`src/mem_rd_pkg.sv`:
```
//********************
// Memory read protocol types and fixed codes
//********************
`default_nettype none

package mem_rd_pkg;

	// Burst length, beats minus one
	typedef logic [7:0] len_t;

	localparam int unsigned BEAT_BYTES = 4; // Address step per beat

	// Fixed beat size and burst type, never driven on a port
	localparam logic [2:0] SIZE_4B    = 3'b010;
	localparam logic [1:0] BURST_INCR = 2'b01;

endpackage

`default_nettype wire

```
`src/vid_pkg.sv`:
```
//********************
// Frame geometry types and size limits
//********************
`default_nettype none

package vid_pkg;

	// Line width or frame height in pixels
	typedef logic [15:0] dim_t;

	// Total pixels in a frame, width times height
	typedef logic [31:0] pix_count_t;

	localparam int unsigned MAX_WIDTH  = 1280;
	localparam int unsigned MAX_HEIGHT = 720;

endpackage

`default_nettype wire
```
`src/burst_requester.sv`:
```
//********************
// Burst requester
// Splits a frame into incrementing read bursts
//********************
`timescale 1ns/1ps
`default_nettype none

module burst_requester #(
	parameter int ADDR_WIDTH = 32,
	parameter int MAX_BURST  = 16   // At most 256, the reach of len_t
) (
	input  logic                  clk,
	input  logic                  rst_n,
	input  logic                  start,
	input  logic [ADDR_WIDTH-1:0] base_addr,
	input  vid_pkg::dim_t         frame_width,
	input  vid_pkg::dim_t         frame_height,
	input  logic                  ar_ready,
	output logic                  ar_valid,
	output logic [ADDR_WIDTH-1:0] ar_addr,
	output mem_rd_pkg::len_t      ar_len,
	output logic                  active
);

	vid_pkg::pix_count_t remaining;   // Pixels not yet requested
	vid_pkg::pix_count_t burst_beats;
	logic                ar_fire;

	// Full burst, or whatever is left at the end of the frame
	always_comb begin
		if (remaining > vid_pkg::pix_count_t'(MAX_BURST)) begin
			burst_beats = vid_pkg::pix_count_t'(MAX_BURST);
		end else begin
			burst_beats = remaining;
		end
	end

	assign active   = (remaining != '0);
	assign ar_valid = active;           // Held high until the last burst is taken
	assign ar_len   = mem_rd_pkg::len_t'(burst_beats - 1'b1);
	assign ar_fire  = ar_valid && ar_ready;

	always_ff @(posedge clk or negedge rst_n) begin
		if (!rst_n) begin
			remaining <= '0;
		end else if (start) begin
			remaining <= vid_pkg::pix_count_t'(frame_width) *
				vid_pkg::pix_count_t'(frame_height);
		end else if (ar_fire) begin
			remaining <= remaining - burst_beats;
		end
	end

	// Address advances past the beats of the burst just accepted
	always_ff @(posedge clk) begin
		if (start) begin
			ar_addr <= base_addr;
		end else if (ar_fire) begin
			ar_addr <= ar_addr + ADDR_WIDTH'(burst_beats * mem_rd_pkg::BEAT_BYTES);
		end
	end

endmodule

`default_nettype wire

```
`src/frame_reader_top.sv`:
```
//********************
// Frame reader top level
// Requester, pixel FIFO and stream framer
//********************
`timescale 1ns/1ps
`default_nettype none

module frame_reader_top #(
	parameter int DATA_WIDTH = 32,
	parameter int ADDR_WIDTH = 32,
	parameter int MAX_BURST  = 16,
	parameter int FIFO_DEPTH = 32
) (
	input  logic                  clk,
	input  logic                  rst_n,
	input  logic                  frame_start,
	input  logic [ADDR_WIDTH-1:0] base_addr,
	input  vid_pkg::dim_t         frame_width,
	input  vid_pkg::dim_t         frame_height,
	output logic                  busy,
	output logic                  ar_valid,
	output logic [ADDR_WIDTH-1:0] ar_addr,
	output mem_rd_pkg::len_t      ar_len,
	input  logic                  ar_ready,
	input  logic                  r_valid,
	input  logic [DATA_WIDTH-1:0] r_data,
	input  logic                  r_last,
	output logic                  r_ready,
	output logic [DATA_WIDTH-1:0] m_tdata,
	output logic                  m_tvalid,
	output logic                  m_tlast,
	output logic                  m_tuser,
	input  logic                  m_tready
);

	logic                  start_acc;
	logic                  req_active;
	logic                  out_active;
	logic                  fifo_valid;
	logic                  fifo_ready;
	logic [DATA_WIDTH-1:0] fifo_data;

	assign busy = req_active || out_active;

	// New frame only while idle
	assign start_acc = frame_start && !busy;

	burst_requester #(
		.ADDR_WIDTH (ADDR_WIDTH),
		.MAX_BURST  (MAX_BURST)
	) u_burst_requester (
		.clk          (clk),
		.rst_n        (rst_n),
		.start        (start_acc),
		.base_addr    (base_addr),
		.frame_width  (frame_width),
		.frame_height (frame_height),
		.ar_ready     (ar_ready),
		.ar_valid     (ar_valid),
		.ar_addr      (ar_addr),
		.ar_len       (ar_len),
		.active       (req_active)
	);

	pixel_fifo #(
		.WIDTH (DATA_WIDTH),
		.DEPTH (FIFO_DEPTH)
	) u_pixel_fifo (
		.clk       (clk),
		.rst_n     (rst_n),
		.in_valid  (r_valid),
		.in_data   (r_data),
		.out_ready (fifo_ready),
		.in_ready  (r_ready),    // Memory stalls when the FIFO fills
		.out_valid (fifo_valid),
		.out_data  (fifo_data)
	);

	memory_reader_output #(
		.DATA_WIDTH (DATA_WIDTH)
	) u_memory_reader_output (
		.clk          (clk),
		.rst_n        (rst_n),
		.start        (start_acc),
		.frame_width  (frame_width),
		.frame_height (frame_height),
		.pix_valid    (fifo_valid),
		.pix_data     (fifo_data),
		.m_tready     (m_tready),
		.pix_ready    (fifo_ready),
		.m_tdata      (m_tdata),
		.m_tvalid     (m_tvalid),
		.m_tlast      (m_tlast),
		.m_tuser      (m_tuser),
		.active       (out_active)
	);

endmodule

`default_nettype wire

```
`src/memory_reader_output.sv`:
```
//********************
// Stream framer
// Pops pixels and marks start of frame and end of line
//********************
`timescale 1ns/1ps
`default_nettype none

module memory_reader_output #(
	parameter int DATA_WIDTH = 32
) (
	input  logic                  clk,
	input  logic                  rst_n,
	input  logic                  start,
	input  vid_pkg::dim_t         frame_width,
	input  vid_pkg::dim_t         frame_height,
	input  logic                  pix_valid,
	input  logic [DATA_WIDTH-1:0] pix_data,
	input  logic                  m_tready,
	output logic                  pix_ready,
	output logic [DATA_WIDTH-1:0] m_tdata,
	output logic                  m_tvalid,
	output logic                  m_tlast,
	output logic                  m_tuser,
	output logic                  active
);

	typedef enum logic {
		ST_IDLE,
		ST_STREAM
	} state_t;

	state_t        state;
	vid_pkg::dim_t width_q;
	vid_pkg::dim_t height_q;
	vid_pkg::dim_t col;
	vid_pkg::dim_t line;
	logic          last_col;
	logic          last_line;
	logic          xfer;

	assign active    = (state == ST_STREAM);
	assign last_col  = (col == width_q - 1'b1);
	assign last_line = (line == height_q - 1'b1);

	// Pop and stream transfer are one event
	assign pix_ready = active && m_tready;
	assign m_tvalid  = active && pix_valid;
	assign m_tdata   = pix_data;   // FIFO head holds still until popped
	assign m_tlast   = active && last_col;
	assign m_tuser   = active && (col == '0) && (line == '0);
	assign xfer      = m_tvalid && m_tready;

	always_ff @(posedge clk or negedge rst_n) begin
		if (!rst_n) begin
			state <= ST_IDLE;
			col   <= '0;
			line  <= '0;
		end else begin
			case (state)
				ST_IDLE: begin
					if (start) begin
						state <= ST_STREAM;
						col   <= '0;
						line  <= '0;
					end
				end
				ST_STREAM: begin
					if (xfer) begin
						if (last_col) begin
							col <= '0;
							if (last_line) state <= ST_IDLE;   // Frame done
							else line <= line + 1'b1;
						end else begin
							col <= col + 1'b1;
						end
					end
				end
				default: state <= ST_IDLE;
			endcase
		end
	end

	// Geometry held for the whole frame
	always_ff @(posedge clk) begin
		if (start && (state == ST_IDLE)) begin
			width_q  <= frame_width;
			height_q <= frame_height;
		end
	end

endmodule

`default_nettype wire

```
`src/pixel_fifo.sv`:
```
//********************
// Synchronous FIFO for returned read data
//********************
`timescale 1ns/1ps
`default_nettype none

module pixel_fifo #(
	parameter int WIDTH = 32,
	parameter int DEPTH = 32    // Power of two
) (
	input  logic             clk,
	input  logic             rst_n,
	input  logic             in_valid,
	input  logic [WIDTH-1:0] in_data,
	input  logic             out_ready,
	output logic             in_ready,
	output logic             out_valid,
	output logic [WIDTH-1:0] out_data
);

	localparam int PTR_W = $clog2(DEPTH);

	logic [WIDTH-1:0] mem [DEPTH];
	logic [PTR_W-1:0] wr_ptr;
	logic [PTR_W-1:0] rd_ptr;
	logic [PTR_W:0]   count;
	logic             ready_en;   // Low until the first cycle out of reset
	logic             full;
	logic             do_wr;
	logic             do_rd;

	assign full      = (count == (PTR_W+1)'(DEPTH));
	// A pop in the same cycle frees the slot for a push when full
	assign in_ready  = ready_en && (!full || out_ready);
	assign out_valid = (count != '0);
	assign out_data  = mem[rd_ptr];
	assign do_wr     = in_valid && in_ready;
	assign do_rd     = out_valid && out_ready;

	always_ff @(posedge clk or negedge rst_n) begin
		if (!rst_n) begin
			ready_en <= 1'b0;
			wr_ptr   <= '0;
			rd_ptr   <= '0;
			count    <= '0;
		end else begin
			ready_en <= 1'b1;
			if (do_wr) wr_ptr <= wr_ptr + 1'b1;   // Wraps at DEPTH
			if (do_rd) rd_ptr <= rd_ptr + 1'b1;
			case ({do_wr, do_rd})
				2'b10:   count <= count + 1'b1;
				2'b01:   count <= count - 1'b1;
				default: count <= count;
			endcase
		end
	end

	always_ff @(posedge clk) begin
		if (do_wr) begin
			mem[wr_ptr] <= in_data;
		end
	end

endmodule

`default_nettype wire

```
`config.mk`:
```
export PLATFORM = sky130hd
export DESIGN_NAME = frame_reader_top
export DESIGN_NICKNAME = d
export VERILOG_FILES = /design/src/mem_rd_pkg.sv /design/src/vid_pkg.sv /design/src/burst_requester.sv /design/src/frame_reader_top.sv /design/src/memory_reader_output.sv /design/src/pixel_fifo.sv
export SDC_FILE = /design/constraint.sdc
export NUM_CORES = 2
export LEC_CHECK = 0
export BUFFER_PORTS_ARGS = -buffer_cell sky130_fd_sc_hd__buf_4
export CAP_MARGIN = 40
export CORE_UTILIZATION = 25
export DETAILED_ROUTE_END_ITERATION = 10
export PLACE_DENSITY = 0.46
export SETUP_SLACK_MARGIN = 0.05
export SYNTH_ARGS = -nofsm -noshare
export SYNTH_HDL_FRONTEND = slang
export SYNTH_SLANG_ARGS = --single-unit
export TNS_END_PERCENT = 30
```
`constraint.sdc`:
```
create_clock -name clk -period 4.73 [get_ports clk]
set_clock_uncertainty 0.1 [all_clocks]
set_input_delay 0.473 -clock clk [delete_from_list [all_inputs] [get_ports clk]]
set_output_delay 0.473 -clock clk [all_outputs]
set_load 0.005 [all_outputs]
```
---- Yosys cells after proc, flatten, opt, wreduce, memory -nomap -nowiden ----
Memory sizes are Yosys's and may differ from the RTL's.
Index checks and enable logic that the tools add are counted.
storage, ports and cells
  word-level logic and storage cells ...... 80
  memories kept ........................... 1
  flip-flop bits (word level) ............. 146
  RAM bits ................................ 1024
operators by class
  bitwise gates (word level) .............. 1
  muxes and demuxes ....................... 21
  multiply operators ...................... 1
  equal/unequal tests ..................... 9
  $add $sub $neg .......................... 11
  reduce and logical (&&, ||, !) cells .... 24
  magnitude comparators ................... 1
memory list
  memory            depth  bits a word  read ports  clocked after Yosys merged registers in  write ports  line              RTL
  u_pixel_fifo.mem  32     32           1           0                                        1            pixel_fifo.sv:23  logic [WIDTH-1:0] mem [DEPTH];
operators by type and width
  kind                   number
  $mux 32                5
  $mux 16                6
  $pmux 16 s2            2
  $add 16x1->16 const B  2
  $add 32x32->32         1
  $eq 16x16->1           2
  $gt 32x5->1 const B    1
  $logic_not 16->1       2
  $mul 16x16->32         1
  $reduce_bool 32->1     1
  $sub 16x1->16 const B  2
  $sub 32x32->32         1
  $logic_and 1x1->1      12
  $pmux 6 s2             1
  $add 5x1->5 const B    2
  $sub 8x1->8 const B    1
  $add 6x1->6 const B    1
  $eq 6x6->1 const B     1
  $mux 1                 6
  $ne 2x2->1 const B     3
  $reduce_bool 6->1      1
  $sub 6x1->6 const B    1
  $reduce_and 4->1       1
  $reduce_bool 2->1      2
  other kinds (8)        10

---- Depth between registers and ports, before layout ----
  depth after elaboration ................. 7
  depth in mapped cells ................... 23
  gate-level depth less buffers ........... 22

---- Hierarchy ----
From an unflattened synthesis, not the netlist that was laid out.
unflattened totals
  cells, all modules ...................... 3730
  area, all modules ....................... 56847.0 um^2
modules (own cells, without submodules)
  module                instances  area each (um^2)  cells an instance
  pixel_fifo            1          39671.8           1810
  burst_requester       1          12942.4           1480
  memory_reader_output  1          4219.0            438
  frame_reader_top      1          13.8              2

---- Least setup slack after synthesis ----
OpenSTA, ideal clock, no wires.
  kind .................................... input port to flip-flop
  from .................................... in frame_height[1]
  to ...................................... reg u_burst_requester.remaining[30]
  required time ........................... 4562 ps
  data arrival time ....................... 5932 ps
  setup time .............................. 68 ps
  path slack .............................. -1370 ps
  stages on the path ...................... 20
  path buffers ............................ 1
  cells stage by stage .................... clkbuf_1 nand2_1 fa_1 fa_1 inv_1 fa_1 fa_1 fa_1 inv_1 fa_1 inv_1 ha_1 or4_1 a21oi_1 nor4_1 a41oi_1 a31oi_1 a221o_1 or3_1 nand3_1
between the ends
  longest elaborated chain between the ends .. 2
RTL lines
  element               line                    RTL
  start, declared       frame_reader_top.sv:19  input vid_pkg::dim_t frame_height,
  $mul 16x16->32        burst_requester.sv:47   remaining <= vid_pkg::pix_count_t'(frame_width) *
  $mux 32               burst_requester.sv:46   end else if (start) begin
  end signal, assigned  burst_requester.sv:47
  end signal, assigned  burst_requester.sv:50   remaining <= remaining - burst_beats;
  end, declared         burst_requester.sv:25   vid_pkg::pix_count_t remaining;
Every way passes these cells.
A chain may end at the register's enable or synchronous reset.

---- Worst setup path in the final report ----
  from .................................... in frame_height[6]
  to ...................................... reg u_burst_requester.remaining[30]
Same word-level chain as after synthesis.

==> results.json <==
{
  "period_minus_slack_ps": 5297,
  "cts_buffers": 132,
  "dp_hpwl_um": 96620,
  "grt_max_degree": 60,
  "ys.flop_type": "edfxtp_1",
  "die_y_um": 477.2,
  "drt_iter0_drc": 2208,
  "start_kind": "input port",
  "cp-startpoint": "frame_height[6]",
  "power.switching_mw": 11.64,
  "finalHoldViolCount": 0,
  "min_from": "frame_height[10]",
  "core_um2": 224700,
  "avgViaCountPerCell": 4.490,
  "synth_top_area_share_pct": 57.88,
  "synth_area_leaders": "edfxtp_1 58%, mux4_2 13%, fa_1 7.0%",
  "worstPathCellList": "buf_8 > and2_4 > fa_1 > inv_1 > fa_1 > inv_2 > fa_1 > fa_1 > fa_1 > inv_1 > fa_1 > inv_1 > ha_2 > or4_4 > a21oi_4 > nor4_4 > a41oi_2 > a31oi_2 > a221o_1 > or3_1 > nand3_2",
  "design_area_um2": 69590,
  "synth_area_um2": 56440,
  "synth-seq-cells": 1170,
  "drc": 0,
  "slew_violations": 0,
  "rows": 174,
  "place.port_buffers": 179,
  "vias": 31752,
  "final_core_utilization_pct": 30.98,
  "synth_warnings": 0,
  "initial_core_util_pct": 25.12,
  "synth_top_area_cell": "edfxtp_1",
  "holdPathStages": 2,
  "slew_headroom_pct": 44.16,
  "clock_path_buffers": 3,
  "routabilityCongestion": 0.7791,
  "wl_per_cell_um": 21.90,
  "reg2reg_from": "u_burst_requester.remaining[7]",
  "gr-total-overflow": 0,
  "layout-drive-gt1-share_pct": 28.26,
  "grt_antenna_before_repair": 7,
  "fin_crit_sh_pct": 112.0,
  "num_io_pins": 181,
  "fin_nets": 4424,
  "setup_ws_ps": -567.0,
  "clk-insertion-delay-late_ps": 750,
  "violations": "negative setup slack",
  "synth-edff-count": 1088,
  "run_status": "finished with violations",
  "placed_area_um2": 63650,
  "htree_levels": 4,
  "cpPeakStageDelay_ps": 540,
  "setup_viol": 18,
  "track_usage_pct": 13.55,
  "ys_types": 85,
  "intPower_mw": 24.69,
  "netSwitchingFraction_pct": 32.04,
  "crit_path_frequent_cell": "fa_1",
  "worst_pin_slew_ps": 837.6,
  "clock-sinks": 1170,
  "peakVddDrop_v": 0.0007916,
  "grt_pass1_wl_um": 228700,
  "crit_type": "in -> reg",
  "rsz0062_at_grt": "yes",
  "max-cap-violations": 0,
  "ys_seq_area_share_pct": 61.52,
  "drt_wl_total_um": 154800,
  "path_clk_slew_ps": 60,
  "die_width_um": 477.2,
  "syn_to_final_growth_pct": 23.30,
  "async_reset_ff_share_pct": 7.009,
  "fmax_mhz": 188.8,
  "dieArea_um2": 227700,
  "crit_slowest_cell": "or4_4",
  "avgSynthCellArea_um2": 16.44,
  "reg2reg_depth": 16,
  "clockPowerShare_pct": 28.6,
  "ant_nets": 0,
  "cp.arrival_ps": 5880,
  "crit_required_ps": 5310,
  "pwr-share-comb_pct": 38.0,
  "synthCells": 3434,
  "seq_power_share_pct": 33.4,
  "cts_root_buf": "clkbuf_16",
  "cts_tree": "built",
  "p_per_area_nw_per_um2": 521.9,
  "grt_pass1_vias": 33359,
  "crit_fanout": 5,
  "detail_route.first_pass.iterations": 5,
  "holdCritPathClass": "in -> reg",
  "end_kind": "register",
  "p_leak_nw": 24.19
}
## worst max-delay path: cells and delay by family
kind	cells	cell delay (ps)
AOI/OAI and AO/OA	4	830
adders and majority gates	7	3150
buffers and inverters	5	290
and+or+nand+nor	5	1140
## Yosys cell counts, types with 12 or more instances
| library cell | n |
|---|---|
| xnor2_1 | 63 |
| xor2_1 | 60 |
| mux2_2 | 34 |
| o21ai_0 | 74 |
| nor2_1 | 113 |
| o31ai_1 | 12 |
| a21o_1 | 23 |
| or3_1 | 23 |
| inv_1 | 274 |
| dfrtp_1 | 82 |
| a21oi_1 | 80 |
| edfxtp_1 | 1088 |
| and3_1 | 17 |
| fa_1 | 196 |
| nand4_1 | 22 |
| buf_1 | 25 |
| and2_1 | 124 |
| nand3_1 | 39 |
| mux4_2 | 321 |
| clkbuf_1 | 106 |
| nand2b_1 | 12 |
| nor4_1 | 18 |
| o211ai_1 | 12 |
| nor3_1 | 36 |
| nand2_1 | 249 |
| ha_1 | 151 |
| or4_1 | 16 |
## sequential cells by signal, summed over array words and instances, names as in the netlist
name                             count
u_pixel_fifo.mem                  1024
u_burst_requester.ar_addr           32
u_burst_requester.remaining         32
u_memory_reader_output.col          16
u_memory_reader_output.height_q     16
u_memory_reader_output.line         16
u_memory_reader_output.width_q      16
u_pixel_fifo.count                   6
u_pixel_fifo.rd_ptr                  5
u_pixel_fifo.wr_ptr                  5
u_memory_reader_output.active        1
u_pixel_fifo.ready_en                1
## per-layer routing
layer | GRT usage, % | part of all wire (%) | vias up
met1 | 18.73 | 46 | 16852
met3 | 2.159 | 4.0 | 197
met5 | 0 | 0.017 | -
met2 | 21.86 | 48 | 628
met4 | 3.879 | 2.4 | 4
li1 | - | - | 14071
## layout make-up
type                       instances  area [um^2]
fill                           22204       155100
sequential                      1170        34740
multi-input combinational       1875        20950
timing repair buffer             520         4722
tap                             2992         3744
clock buffer                     157         3481
inverter                         275         1032
clock inverter                    79        915.9
antenna                            3        7.507
## through the flow
| stage | std cells | setup WS [ps] | total power [mW] | TNS (ps) | hold WS [ps] |
|---|---|---|---|---|---|
| 2_1_floorplan | 3458 | -1127 | 19.41 | -14780 | 77.41 |
| 3_3_place_gp | 6735 | -1501 | 24.22 | -26680 | 383.2 |
| 3_5_place_dp | 6736 | -1524 | 24.22 | -27110 | 394.2 |
| 4_1_cts | 7064 | -527.6 | 36.07 | -5498 | 0.6309 |
| 5_1_grt | 7071 | -730.7 | 38.66 | -9233 | 1.220 |
| 6_report | 7071 | -567.0 | 36.32 | -6146 | 33.93 |
## layout by cell type, fill, tap and decap left out, types with 23 or more instances in the layout
master | netlist | routed
nand3_1 | 39 | 37
dfrtp_1 | 82 | 77
mux4_2 | 321 | 321
conb_1 | 2 | 26
nand2_1 | 249 | 244
nor2_4 | 0 | 33
ha_1 | 151 | 136
buf_6 | 2 | 34
o21ai_0 | 74 | 61
dlygate4sd3_1 | 0 | 81
buf_12 | 0 | 32
and2_1 | 124 | 113
buf_4 | 4 | 363
nor3_1 | 36 | 33
nor2_1 | 113 | 80
edfxtp_1 | 1088 | 1088
or3_1 | 23 | 23
mux2_2 | 34 | 34
inv_1 | 274 | 264
fa_1 | 196 | 185
a21oi_1 | 80 | 71
xor2_1 | 60 | 58
a21o_1 | 23 | 23
clkinv_2 | 0 | 25
clkbuf_16 | 0 | 135
xnor2_1 | 63 | 60
## power by group through the flow
stage,clock (mW),combinational (mW),sequential (mW)
final,10.4,13.8,12.1
after detailed placement,0,11.9,12.3
after global routing,11.1,15.4,12.2
after global placement,0,11.9,12.3
after floorplan,0,7.15,12.3
after CTS,10.7,13.2,12.1
## path summary, 6_finish.rpt
check                      slack (ps)                                  end
max                              -570      u_burst_requester.remaining[30]
min                                30  u_memory_reader_output.height_q[10]
max reg2reg                       190        u_burst_requester.ar_addr[24]
min reg2reg                       400                u_pixel_fifo.count[5]
max in group asynchronous        3290               u_pixel_fifo.rd_ptr[0]
min in group asynchronous         210                u_pixel_fifo.count[1]
## kinds of logic after synthesis
group	after synthesis	share of synthesized area, %
other	2	0.01331
xor gates and xnor gates	123	1.909
muxes	365	13.66
AOI/OAI and AO/OA	284	3.190
and+or+nand+nor	730	6.606
buffers and inverters	413	2.802
DFF	1170	61.52
adders and majority gates	347	10.30
## repair_timing
action | in CTS | in global routing
gates resized for setup | 84 | 64
setup buffers | 11 | 3
pin swaps | 44 | 31
hold buffers | 80 | 1
gates cloned | 1 | 0
setup endpoints to repair | 21 | 28
hold endpoints to repair | 1042 | 1
(Power assumes the default switching activity.)
